===== src/hw/stats_defs.svh =====
// image statistics shared sizes for the histogram bins, counters and the register map
`ifndef STATS_DEFS_SVH
`define STATS_DEFS_SVH

// number of brightness bins per colour channel.
`define STATS_NUM_BINS 8

// bits in a bin index, taken from the top of each sample.
`define STATS_BIN_WIDTH 3

// width of one saturating bin count.
`define STATS_COUNT_WIDTH 8

// width of one colour sample from the sensor.
`define STATS_SAMPLE_WIDTH 10

// width of the per-frame valid pixel count.
`define STATS_PIXEL_COUNT_WIDTH 16

// width of the frame number.
`define STATS_FRAME_WIDTH 8

// wishbone word address width.
`define STATS_ADDR_WIDTH 6

`endif


===== src/hw/stats_pkg.sv =====
// image statistics types for the pixel bus, the wishbone port and the sequencer
`include "stats_defs.svh"

package stats_pkg;

    // one pixel of three colour samples.
    typedef struct packed {
        logic [`STATS_SAMPLE_WIDTH-1:0] red;
        logic [`STATS_SAMPLE_WIDTH-1:0] green;
        logic [`STATS_SAMPLE_WIDTH-1:0] blue;
    } pixel_t;

    // wishbone classic master to slave signals.
    typedef struct packed {
        logic                         cyc;
        logic                         stb;
        logic                         we;
        logic [`STATS_ADDR_WIDTH-1:0] adr;
        logic [31:0]                  dat_w;
    } wb_req_t;

    // wishbone classic slave to master signals.
    typedef struct packed {
        logic        ack;
        logic [31:0] dat_r;
    } wb_rsp_t;

    // address seen as a histogram location.
    typedef struct packed {
        logic                        region;  // zero selects the histograms.
        logic [1:0]                  channel; // red, green, blue in that order.
        logic [`STATS_BIN_WIDTH-1:0] bin;
    } wb_hist_addr_t;

    // address seen as a status register index.
    typedef struct packed {
        logic       region;                   // one selects the status words.
        logic [1:0] spare;
        logic [2:0] index;
    } wb_status_addr_t;

    // The same word address is decoded either way, depending on its top bit.
    typedef union packed {
        wb_hist_addr_t   hist;
        wb_status_addr_t status;
    } wb_addr_u;

    // frame sequencer states, also visible in the status word.
    typedef enum logic [1:0] {
        seq_idle    = 2'd0,
        seq_active  = 2'd1,
        seq_drain   = 2'd2,
        seq_publish = 2'd3
    } seq_state_e;

endpackage


===== src/hw/color_histogram.sv =====
// colour histogram with a two-stage saturating bin pipeline and a published bank
`include "stats_defs.svh"

module color_histogram (
    input  logic                           clock_in,
    input  logic                           rst_n,
    input  logic [`STATS_SAMPLE_WIDTH-1:0] sample,
    input  logic                           pixel_valid,
    input  logic                           publish,
    input  logic [`STATS_BIN_WIDTH-1:0]    bin_sel,
    output logic [`STATS_COUNT_WIDTH-1:0]  bin_count
);

    logic [`STATS_COUNT_WIDTH-1:0] work_bins [`STATS_NUM_BINS];
    logic [`STATS_COUNT_WIDTH-1:0] pub_bins  [`STATS_NUM_BINS];

    logic [`STATS_BIN_WIDTH-1:0]   in_bin;
    logic [`STATS_COUNT_WIDTH-1:0] in_count;

    logic                          s1_valid;
    logic [`STATS_BIN_WIDTH-1:0]   s1_bin;
    logic [`STATS_COUNT_WIDTH-1:0] s1_count;
    logic [`STATS_COUNT_WIDTH-1:0] s2_count;

    // each bin spans 128 codes, so the top bits are the index.
    assign in_bin = sample[`STATS_SAMPLE_WIDTH-1 -: `STATS_BIN_WIDTH];

    // stage 2 value, held at full scale.
    assign s2_count = (&s1_count) ? s1_count : s1_count + 1'b1;

    // the write to this bin lands at the end of this cycle, so take it early.
    assign in_count = (s1_valid && (s1_bin == in_bin)) ? s2_count : work_bins[in_bin];

    always_ff @(posedge clock_in or negedge rst_n) begin
        if (!rst_n) begin
            s1_valid <= 1'b0;
            s1_bin   <= '0;
            s1_count <= '0;
            for (int i = 0; i < `STATS_NUM_BINS; i++) begin
                work_bins[i] <= '0;
                pub_bins[i]  <= '0;
            end
        end else if (publish) begin
            s1_valid <= 1'b0;                      // nothing is in flight after the drain.
            for (int i = 0; i < `STATS_NUM_BINS; i++) begin
                pub_bins[i]  <= work_bins[i];
                work_bins[i] <= '0;
            end
        end else begin
            if (s1_valid) begin
                work_bins[s1_bin] <= s2_count;
            end
            s1_valid <= pixel_valid;
            s1_bin   <= in_bin;
            s1_count <= in_count;
        end
    end

    assign bin_count = pub_bins[bin_sel];

    // Bins only grow during a frame, which forwarding must preserve.
    for (genvar i = 0; i < `STATS_NUM_BINS; i++) begin : g_bin_check
        assert property (@(posedge clock_in) disable iff (!rst_n)
            !publish |=> (work_bins[i] >= $past(work_bins[i])))
            else $error("working bin %0d decreased outside publish.", i);
    end

endmodule


===== src/hw/frame_sequencer.sv =====
// frame sequencer that follows frame_valid, drains the histogram pipeline and publishes results
module frame_sequencer (
    input  logic                  clock_in,
    input  logic                  rst_n,
    input  logic                  frame_valid,
    output logic                  publish,
    output logic                  histogram_ready,
    output stats_pkg::seq_state_e state
);

    logic frame_valid_q;
    logic frame_end;
    logic drain_cnt;

    assign frame_end   = frame_valid_q && !frame_valid;   // first cycle after the frame.
    assign publish     = (state == stats_pkg::seq_publish);

    always_ff @(posedge clock_in or negedge rst_n) begin
        if (!rst_n) begin
            frame_valid_q   <= 1'b0;
            state           <= stats_pkg::seq_idle;
            drain_cnt       <= 1'b0;
            histogram_ready <= 1'b0;
        end else begin
            frame_valid_q <= frame_valid;
            case (state)
                stats_pkg::seq_idle: begin
                    // A frame that rose during the drain is already high here.
                    if (frame_valid) begin
                        state           <= stats_pkg::seq_active;
                        histogram_ready <= 1'b0;
                    end
                end
                stats_pkg::seq_active: begin
                    if (frame_end) begin
                        state     <= stats_pkg::seq_drain;
                        drain_cnt <= 1'b0;
                    end
                end
                stats_pkg::seq_drain: begin
                    if (drain_cnt) begin
                        state     <= stats_pkg::seq_publish;  // second drain cycle done.
                        drain_cnt <= 1'b0;
                    end else begin
                        drain_cnt <= 1'b1;
                    end
                end
                stats_pkg::seq_publish: begin
                    state           <= stats_pkg::seq_idle;
                    histogram_ready <= 1'b1;                // results are now in the bank.
                end
                default: begin
                    state <= stats_pkg::seq_idle;
                end
            endcase
        end
    end

    // publish is a strobe, so the banks copy once per frame.
    assert property (@(posedge clock_in) disable iff (!rst_n) publish |=> !publish)
        else $error("publish held for more than one cycle.");

    // the host must never see ready while a frame is still being binned.
    assert property (@(posedge clock_in) disable iff (!rst_n)
        (state == stats_pkg::seq_active) |-> !histogram_ready)
        else $error("histogram_ready high during an active frame.");

endmodule


===== src/hw/image_stats_top.sv =====
// image statistics top level joining the sequencer, counters, histograms and register slave
`include "stats_defs.svh"

module image_stats_top (
    input  logic               clock_in,
    input  logic               rst_n,
    input  stats_pkg::pixel_t  pixel,
    input  logic               line_valid,
    input  logic               frame_valid,
    input  stats_pkg::wb_req_t wb_req,
    output stats_pkg::wb_rsp_t wb_rsp,
    output logic               histogram_ready
);

    logic                                pixel_valid;
    logic                                publish;
    stats_pkg::seq_state_e               state;
    logic [`STATS_PIXEL_COUNT_WIDTH-1:0] pixel_count;
    logic [`STATS_FRAME_WIDTH-1:0]       frame_number;
    logic [`STATS_BIN_WIDTH-1:0]         bin_sel;
    logic [`STATS_COUNT_WIDTH-1:0]       red_count;
    logic [`STATS_COUNT_WIDTH-1:0]       green_count;
    logic [`STATS_COUNT_WIDTH-1:0]       blue_count;

    assign pixel_valid = frame_valid && line_valid;    // no back-pressure on the stream.

    frame_sequencer sequencer (
        .clock_in        (clock_in),
        .rst_n           (rst_n),
        .frame_valid     (frame_valid),
        .publish         (publish),
        .histogram_ready (histogram_ready),
        .state           (state)
    );

    pixel_counter counter (
        .clock_in     (clock_in),
        .rst_n        (rst_n),
        .pixel_valid  (pixel_valid),
        .publish      (publish),
        .pixel_count  (pixel_count),
        .frame_number (frame_number)
    );

    color_histogram red_hist (
        .clock_in    (clock_in),
        .rst_n       (rst_n),
        .sample      (pixel.red),
        .pixel_valid (pixel_valid),
        .publish     (publish),
        .bin_sel     (bin_sel),
        .bin_count   (red_count)
    );

    color_histogram green_hist (
        .clock_in    (clock_in),
        .rst_n       (rst_n),
        .sample      (pixel.green),
        .pixel_valid (pixel_valid),
        .publish     (publish),
        .bin_sel     (bin_sel),
        .bin_count   (green_count)
    );

    color_histogram blue_hist (
        .clock_in    (clock_in),
        .rst_n       (rst_n),
        .sample      (pixel.blue),
        .pixel_valid (pixel_valid),
        .publish     (publish),
        .bin_sel     (bin_sel),
        .bin_count   (blue_count)
    );

    stats_wb_regs regs (
        .clock_in        (clock_in),
        .rst_n           (rst_n),
        .wb_req          (wb_req),
        .wb_rsp          (wb_rsp),
        .bin_sel         (bin_sel),
        .red_count       (red_count),
        .green_count     (green_count),
        .blue_count      (blue_count),
        .pixel_count     (pixel_count),
        .frame_number    (frame_number),
        .histogram_ready (histogram_ready),
        .state           (state)
    );

endmodule


===== src/hw/pixel_counter.sv =====
// pixel counter that counts valid pixels per frame and numbers the published frames
`include "stats_defs.svh"

module pixel_counter (
    input  logic                                clock_in,
    input  logic                                rst_n,
    input  logic                                pixel_valid,
    input  logic                                publish,
    output logic [`STATS_PIXEL_COUNT_WIDTH-1:0] pixel_count,
    output logic [`STATS_FRAME_WIDTH-1:0]       frame_number
);

    logic [`STATS_PIXEL_COUNT_WIDTH-1:0] running_count;
    logic                                running_full;

    assign running_full = &running_count;                  // count holds at all ones.

    always_ff @(posedge clock_in or negedge rst_n) begin
        if (!rst_n) begin
            running_count <= '0;
            pixel_count   <= '0;
            frame_number  <= '0;
        end else if (publish) begin
            // A pixel in the publish cycle belongs to no frame and is dropped.
            pixel_count   <= running_count;
            running_count <= '0;
            frame_number  <= frame_number + 1'b1;      // wraps after the last number.
        end else if (pixel_valid && !running_full) begin
            running_count <= running_count + 1'b1;
        end
    end

endmodule


===== src/hw/stats_wb_regs.sv =====
// wishbone classic slave that returns published bins and status words to the host
`include "stats_defs.svh"

module stats_wb_regs (
    input  logic                                clock_in,
    input  logic                                rst_n,
    input  stats_pkg::wb_req_t                  wb_req,
    output stats_pkg::wb_rsp_t                  wb_rsp,
    output logic [`STATS_BIN_WIDTH-1:0]         bin_sel,
    input  logic [`STATS_COUNT_WIDTH-1:0]       red_count,
    input  logic [`STATS_COUNT_WIDTH-1:0]       green_count,
    input  logic [`STATS_COUNT_WIDTH-1:0]       blue_count,
    input  logic [`STATS_PIXEL_COUNT_WIDTH-1:0] pixel_count,
    input  logic [`STATS_FRAME_WIDTH-1:0]       frame_number,
    input  logic                                histogram_ready,
    input  stats_pkg::seq_state_e               state
);

    stats_pkg::wb_addr_u addr;
    logic                request;
    logic                ack_q;
    logic [31:0]         read_word;
    logic [31:0]         dat_r_q;

    assign addr    = wb_req.adr;
    assign request = wb_req.cyc && wb_req.stb;
    assign bin_sel = addr.hist.bin;                    // drives all three bank muxes.

    always_comb begin
        read_word = '0;
        if (!addr.hist.region) begin
            case (addr.hist.channel)
                2'd0:    read_word = 32'(red_count);
                2'd1:    read_word = 32'(green_count);
                2'd2:    read_word = 32'(blue_count);
                default: read_word = '0;
            endcase
        end else if (addr.status.spare == 2'b00) begin
            case (addr.status.index)
                3'd0:    read_word = 32'({state, histogram_ready});
                3'd1:    read_word = 32'(pixel_count);
                3'd2:    read_word = 32'(frame_number);
                default: read_word = '0;
            endcase
        end
    end

    // one ack per request, then a quiet cycle.
    always_ff @(posedge clock_in or negedge rst_n) begin
        if (!rst_n) begin
            ack_q <= 1'b0;
        end else begin
            ack_q <= request && !ack_q;
        end
    end

    always_ff @(posedge clock_in) begin
        if (request && !ack_q) begin
            dat_r_q <= wb_req.we ? 32'd0 : read_word;  // writes change nothing.
        end
    end

    assign wb_rsp.ack   = ack_q;
    assign wb_rsp.dat_r = dat_r_q;

    // the master holds its strobe until ack, so an ack always meets a live cycle.
    assert property (@(posedge clock_in) disable iff (!rst_n)
        wb_rsp.ack |-> (wb_req.cyc && wb_req.stb))
        else $error("ack raised without cyc and stb.");

endmodule


===== config.mk =====
export PLATFORM = sky130hd
export DESIGN_NAME = image_stats_top
export DESIGN_NICKNAME = d
export VERILOG_FILES = /design/src/hw/stats_pkg.sv /design/src/hw/color_histogram.sv /design/src/hw/frame_sequencer.sv /design/src/hw/image_stats_top.sv /design/src/hw/pixel_counter.sv /design/src/hw/stats_wb_regs.sv
export VERILOG_INCLUDE_DIRS = /design/src /design/src/hw
export SDC_FILE = /design/constraint.sdc
export NUM_CORES = 1
export LEC_CHECK = 0
export BUFFER_PORTS_ARGS = -buffer_cell sky130_fd_sc_hd__buf_2
export CAP_MARGIN = 20
export CORE_MARGIN = 3
export CORE_UTILIZATION = 50
export CTS_CLUSTER_DIAMETER = 100
export CTS_CLUSTER_SIZE = 30
export DETAILED_ROUTE_END_ITERATION = 6
export PLACE_DENSITY = 0.67
export SETUP_SLACK_MARGIN = 0.02
export SLEW_MARGIN = 20
export SYNTH_ARGS = -nofsm -noshare
export SYNTH_HDL_FRONTEND = slang
export SYNTH_SLANG_ARGS = --single-unit
export TNS_END_PERCENT = 1

===== constraint.sdc =====
create_clock -name clock_in -period 3.7 [get_ports clock_in]
set_clock_uncertainty 0.1 [all_clocks]
set_input_delay 0.185 -clock clock_in [delete_from_list [all_inputs] [get_ports clock_in]]
set_output_delay 0.185 -clock clock_in [all_outputs]
set_load 0.05 [all_outputs]

* Word level (Yosys, flattened, before mapping) *
Index checks and enable logic that the tools add are counted.
W data, S select, Z words.

operators by class
  add/subtract/negate cells = 5
  magnitude comparators = 10
  equal/unequal tests = 13
  mux-type cells = 55
  bitwise operators = 7
  reductions and logical operators = 28

operators by type and width
  cell                     number
  $mux W64                 6
  $bwmux W64               3
  $mux W8                  21
  $bmux W8 S3              6
  $demux W8 S3             3
  $mux W32                 2
  $pmux W16 S3             1
  $add A8 B1 Y8 const B    4
  $mux W16                 2
  $ge A4 B4 Y1 const B     7
  $not A3 Y4               7
  $pmux W8 S3              1
  $reduce_and A8 Y1        3
  $add A16 B1 Y16 const B  1
  $reduce_and A16 Y1       1
  $lt A4 B1 Y1 const B     3
  $logic_and A1 B1 Y1      11
  $eq A3 B3 Y1             3
  $pmux W2 S4              1
  $reduce_bool A2 Y1       4
  $eq A2 B2 Y1 const B     3
  $mux W2                  3
  $eq A2 B1 Y1 const B     2
  $logic_not A2 Y1         2
  other kinds (10)         18

storage, ports and cells
  bits in registers = 496
  input port bits = 75
  output and inout port bits = 34
  logic and storage cells = 182

* Longest topological paths before layout *
  depth in word-level cells = 8
  gate-level depth with buffers = 8
  depth with buffers taken out = 6

* By module *
A second synthesis with hierarchy kept.

unflattened totals
  cells, all modules = 1743
  area total of the unflattened synthesis = 22850.7 µm²

by module, submodules not included
  module                        times used  cells each  area each (µm²)  sequential area each (µm²)
  color_histogram (red_hist)    1           484         6626.4           3503.4
  color_histogram (green_hist)  1           491         6497.5           3503.4
  color_histogram (blue_hist)   1           488         6448.7           3503.4
  pixel_counter                 1           156         1798.0           1001.0
  stats_wb_regs                 1           98          1168.6           505.5
  frame_sequencer               1           25          305.3            125.1
  image_stats_top               1           1           6.3              0.0

* Worst setup path after synthesis *
Ideal clock, no wire load.

  path kind = reg2reg
  from = register sequencer.state[0]
  to = register red_hist.work_bins[56] (netlist name)
  setup time = 67 ps
  arrival = 1796 ps
  required time = 3533 ps
  path slack = 1736 ps
  cell stages (with the launch flop) = 7
  path buffers = 1
  period minus slack after synthesis = 1964 ps
  cell sequence = dfrtp_1 ha_1 clkbuf_1 nor2b_1 nand2b_1 nor3_1 a22o_1

between the ends
  cells in the longest elaborated chain, start to end = 2
  elaborated cells between the ends (all ways) = 3
  classes of those cells = eq/ne: 1; mux: 1; reduce/logical: 1

RTL lines
  item                                            line                   source
  from (decl)                                     frame_sequencer.sv:8   output stats_pkg::seq_state_e state
  from (signal assigned)                          frame_sequencer.sv:21  state <= stats_pkg::seq_idle;
  from (signal assigned)                          frame_sequencer.sv:30  state <= stats_pkg::seq_active;
  from (signal assigned)                          frame_sequencer.sv:36  state <= stats_pkg::seq_drain;
  $eq A2 B2 Y1 *                                  frame_sequencer.sv:16  assign publish = (state == stats_pkg::seq_publish);
  via blue_hist.publish                           color_histogram.sv:9   input logic publish,
  $mux W64 or $reduce_bool A2 Y1 (tied branches)  n/a
  to (signal, indexed assignment)                 color_histogram.sv:51  work_bins[s1_bin] <= s2_count;
  to (decl)                                       color_histogram.sv:14  logic [`STATS_COUNT_WIDTH-1:0] work_bins [`STATS_NUM_BINS];

The timed path passes the listed nets; every way through them passes the cells marked *.
A chain may end at the register's enable or synchronous reset.

* Final worst setup path *
  from = register sequencer.state[0]
  to = register red_hist.pub_bins[17] (netlist name)

between the ends
  cells in the longest elaborated chain, start to end = 1

RTL lines
  item                             line                   source
  $eq A2 B2 Y1                     frame_sequencer.sv:16
  via blue_hist.publish            color_histogram.sv:9
  to (signal, indexed assignment)  color_histogram.sv:46  pub_bins[i] <= work_bins[i];
  to (decl)                        color_histogram.sv:15  logic [`STATS_COUNT_WIDTH-1:0] pub_bins [`STATS_NUM_BINS];

The timed path passes the listed nets, and every way through them passes these cells.

==> results.ini <==
[run_status]
status = finished, final reports clean

[sta]
grt_setup_unrepaired = false
drv_slew = 0
max_freq_mhz = 366
hold_viol_final = 0
tns_ps = 0
setup_viol = 0
slew_headroom = 0.179
period_needed_ps = 2730
worstMarginPinSlew_ps = 1230
period_share = 0.738

[yosys]
ys_seq_area_frac = 0.542
synthArstFlopShare = 0.967
synth-main-ff-cell = dfrtp_1
synth_area_leaders = dfrtp_1, mux2_2, mux4_2
synth.area.mux_share = 0.226
synth_xor_area_frac = 0.0114
synthAdderAreaFrac = 0.00505
yosysTopAreaCell = dfrtp_1
ys_seq_elements = 480
yosys.cell_types.count = 63
syn_avg_cell_area_sq_um = 12.7
netlist_instances = 1760
synth_common_cells = dfrtp_1, mux2_2, nand2_1
ys_warn_count = 0
synth_top_family_by_area = multiplexers
synthSimpleGateAreaFrac = 0.0707
syn_area_sq_um = 22300
synth_compound_area_frac = 0.117
yosysMostFrequentCell = dfrtp_1
yosysTopAreaCellShare = 0.521
synth_edf_count = 16

[power]
p_leak_nw = 10.7
powerDensity_nw_per_um2 = 523
peakVddDrop_mv = 0.389

[worst_setup_path]
cp_max_fo = 54
crit_type = reg -> reg
startpoint_type = flop
cp_data_arrival_time_ps = 3060
critPathRequiredTime_ps = 4030
cp-end-kind = flop

[detailed_routing]
vias_per_cell = 6.21
drc = 0
vias = 14500
drt_iter0_drc = 1427
drt.antenna.violating_nets = 0
dr.pass1.iters = 5
drt_wl_total_mm = 54.2
wl_per_cell_microns = 23.2

[placement]
place_area_sq_um = 23000
hpwl_mm = 37.4
place_congestion = 0.862
place_inst = 2303
port_buffers = 39

[layout]
fin_area_sq_um = 23600
fin_nets = 1828
finalNonFillerCells = 2333
syn_to_final_growth_pct = 5.64
nFillCells = 3651
layout-drive-gt1-share = 0.222

[clocking]
cts.sinks = 480
h-tree-depth = 1
cts_setup_buffers = 0
root_buffer = clkbuf_16
path_clk_slew_ps = 110
cts_buffers = 19
insertion_delay_ps = 540
cts_tree = done
clockBufferDepth = 3

[global_route]
gr-total-overflow = 0
antenna_found_initial = 3
grt_max_degree = 120
grt_usage = 0.228
grt_pass1_vias = 14500
grt_pass1_wl_mm = 84.9

[min_path]
hold_class = in -> reg

[floorplanning]
die_h_microns = 217
core_area_sq_um = 43600
die_area_sq_um = 47200
fp.dieW_microns = 217
floorplan.initialDensity = 0.512
io_pins = 109
rows = 76

[flow_run]
maxCapViolations = 0

[cells by family after synthesis]
kind of cell,Yosys count
DFF,480
muxes,393
AOI/OAI and AO/OA,378
and+or+nand+nor,341
buffers and inverters,129
xor gates and xnor gates,29
adders and majority gates,9
other,1
[sequential cells by signal, indices dropped and copies added, names as in the netlist, 64 cells and up]
signal / cells
red_hist.pub_bins: 64
blue_hist.work_bins: 64
blue_hist.pub_bins: 64
green_hist.work_bins: 64
green_hist.pub_bins: 64
red_hist.work_bins: 64
[report_power, final]
group | internal [W] | switching [W] | total [W]
clock | 0.000955 | 0.00155 | 0.00251
combinational | 0.00130 | 0.00203 | 0.00333
sequential | 0.00587 | 0.000600 | 0.00647
total | 0.00813 | 0.00418 | 0.0123
[timing repair]
action	CTS	global route
hold buffers	5	0
hold endpoints to repair	84	0
resized for setup	0	0
[stage by stage]
stage                      util  power, W  hold WS [ps]  setup WS, ps
after floorplan               -   0.00878          -211          1740
after global placement    0.528   0.00975           142           828
after detailed placement  0.528   0.00987           145           923
after CTS                 0.541    0.0124          1.53           977
after global routing      0.541    0.0129          3.77           856
final                     0.541    0.0123          32.4           971
[worst max-delay path: stages (launching register included)]
cell and delay, ps:
dfrtp_1 480, ha_4 530, buf_4 660, buf_4 430
mux2_2 380
[layout make-up]
type	count	area, sq um	share of cell area
diodes	1	2.50	0.000106
inverters	15	56.3	0.00239
multi-input cells	1166	9680	0.411
flip-flops and latches	480	12100	0.513
well taps	585	732	0.0311
clock buffers	24	494	0.0210
repair buffers	62	493	0.0209
[layout by cell type (no fill, tap or decap), types with 7 or more instances in the layout]
| master | count |
|---|---|
| nand2_1 | 156 |
| conb_1 | 16 |
| nand3_1 | 23 |
| mux4_2 | 55 |
| nor2b_1 | 20 |
| clkbuf_16 | 19 |
| a22o_1 | 113 |
| a211oi_1 | 11 |
| o21ai_0 | 101 |
| ha_1 | 8 |
| a31oi_1 | 23 |
| nor2_1 | 59 |
| mux4_1 | 7 |
| a22oi_1 | 29 |
| and3_1 | 10 |
| o22ai_1 | 8 |
| nor3_1 | 15 |
| buf_12 | 8 |
| mux2_2 | 248 |
| edfxtp_1 | 16 |
| o21ai_1 | 9 |
| o21a_1 | 7 |
| dfrtp_1 | 464 |
| inv_1 | 15 |
| buf_4 | 11 |
| a21oi_1 | 41 |
| nand4_1 | 10 |
| and2_1 | 18 |
| buf_2 | 37 |
| nand2b_1 | 13 |
| mux2i_1 | 82 |
| xnor2_1 | 25 |
[worst paths after layout]
check | from | depth (start not counted) | slack [ps] | end
max | sequencer.state[0] | 4 | 970 | red_hist.pub_bins[17]
min | pixel[18] | 2 | 30 | green_hist.s1_bin[1]
max reg2reg | sequencer.state[0] | 4 | 970 | red_hist.pub_bins[17]
min reg2reg | counter.frame_number[7] | 1 | 390 | counter.frame_number[7]
max in group asynchronous | rst_n | 3 | 2330 | green_hist.pub_bins[51]
min in group asynchronous | rst_n | 2 | 140 | blue_hist.pub_bins[30]
[per-layer routing]
layer  global-route usage  vias to the layer above  part of all wire
met1                0.326                     7508              0.43
li1                     -                     6470                 -
met2                0.366                      437              0.47
met3               0.0399                       79             0.066
met4               0.0609                        4             0.027
met5                    0                        -           0.00042
Power figures use the tool's default switching activity.
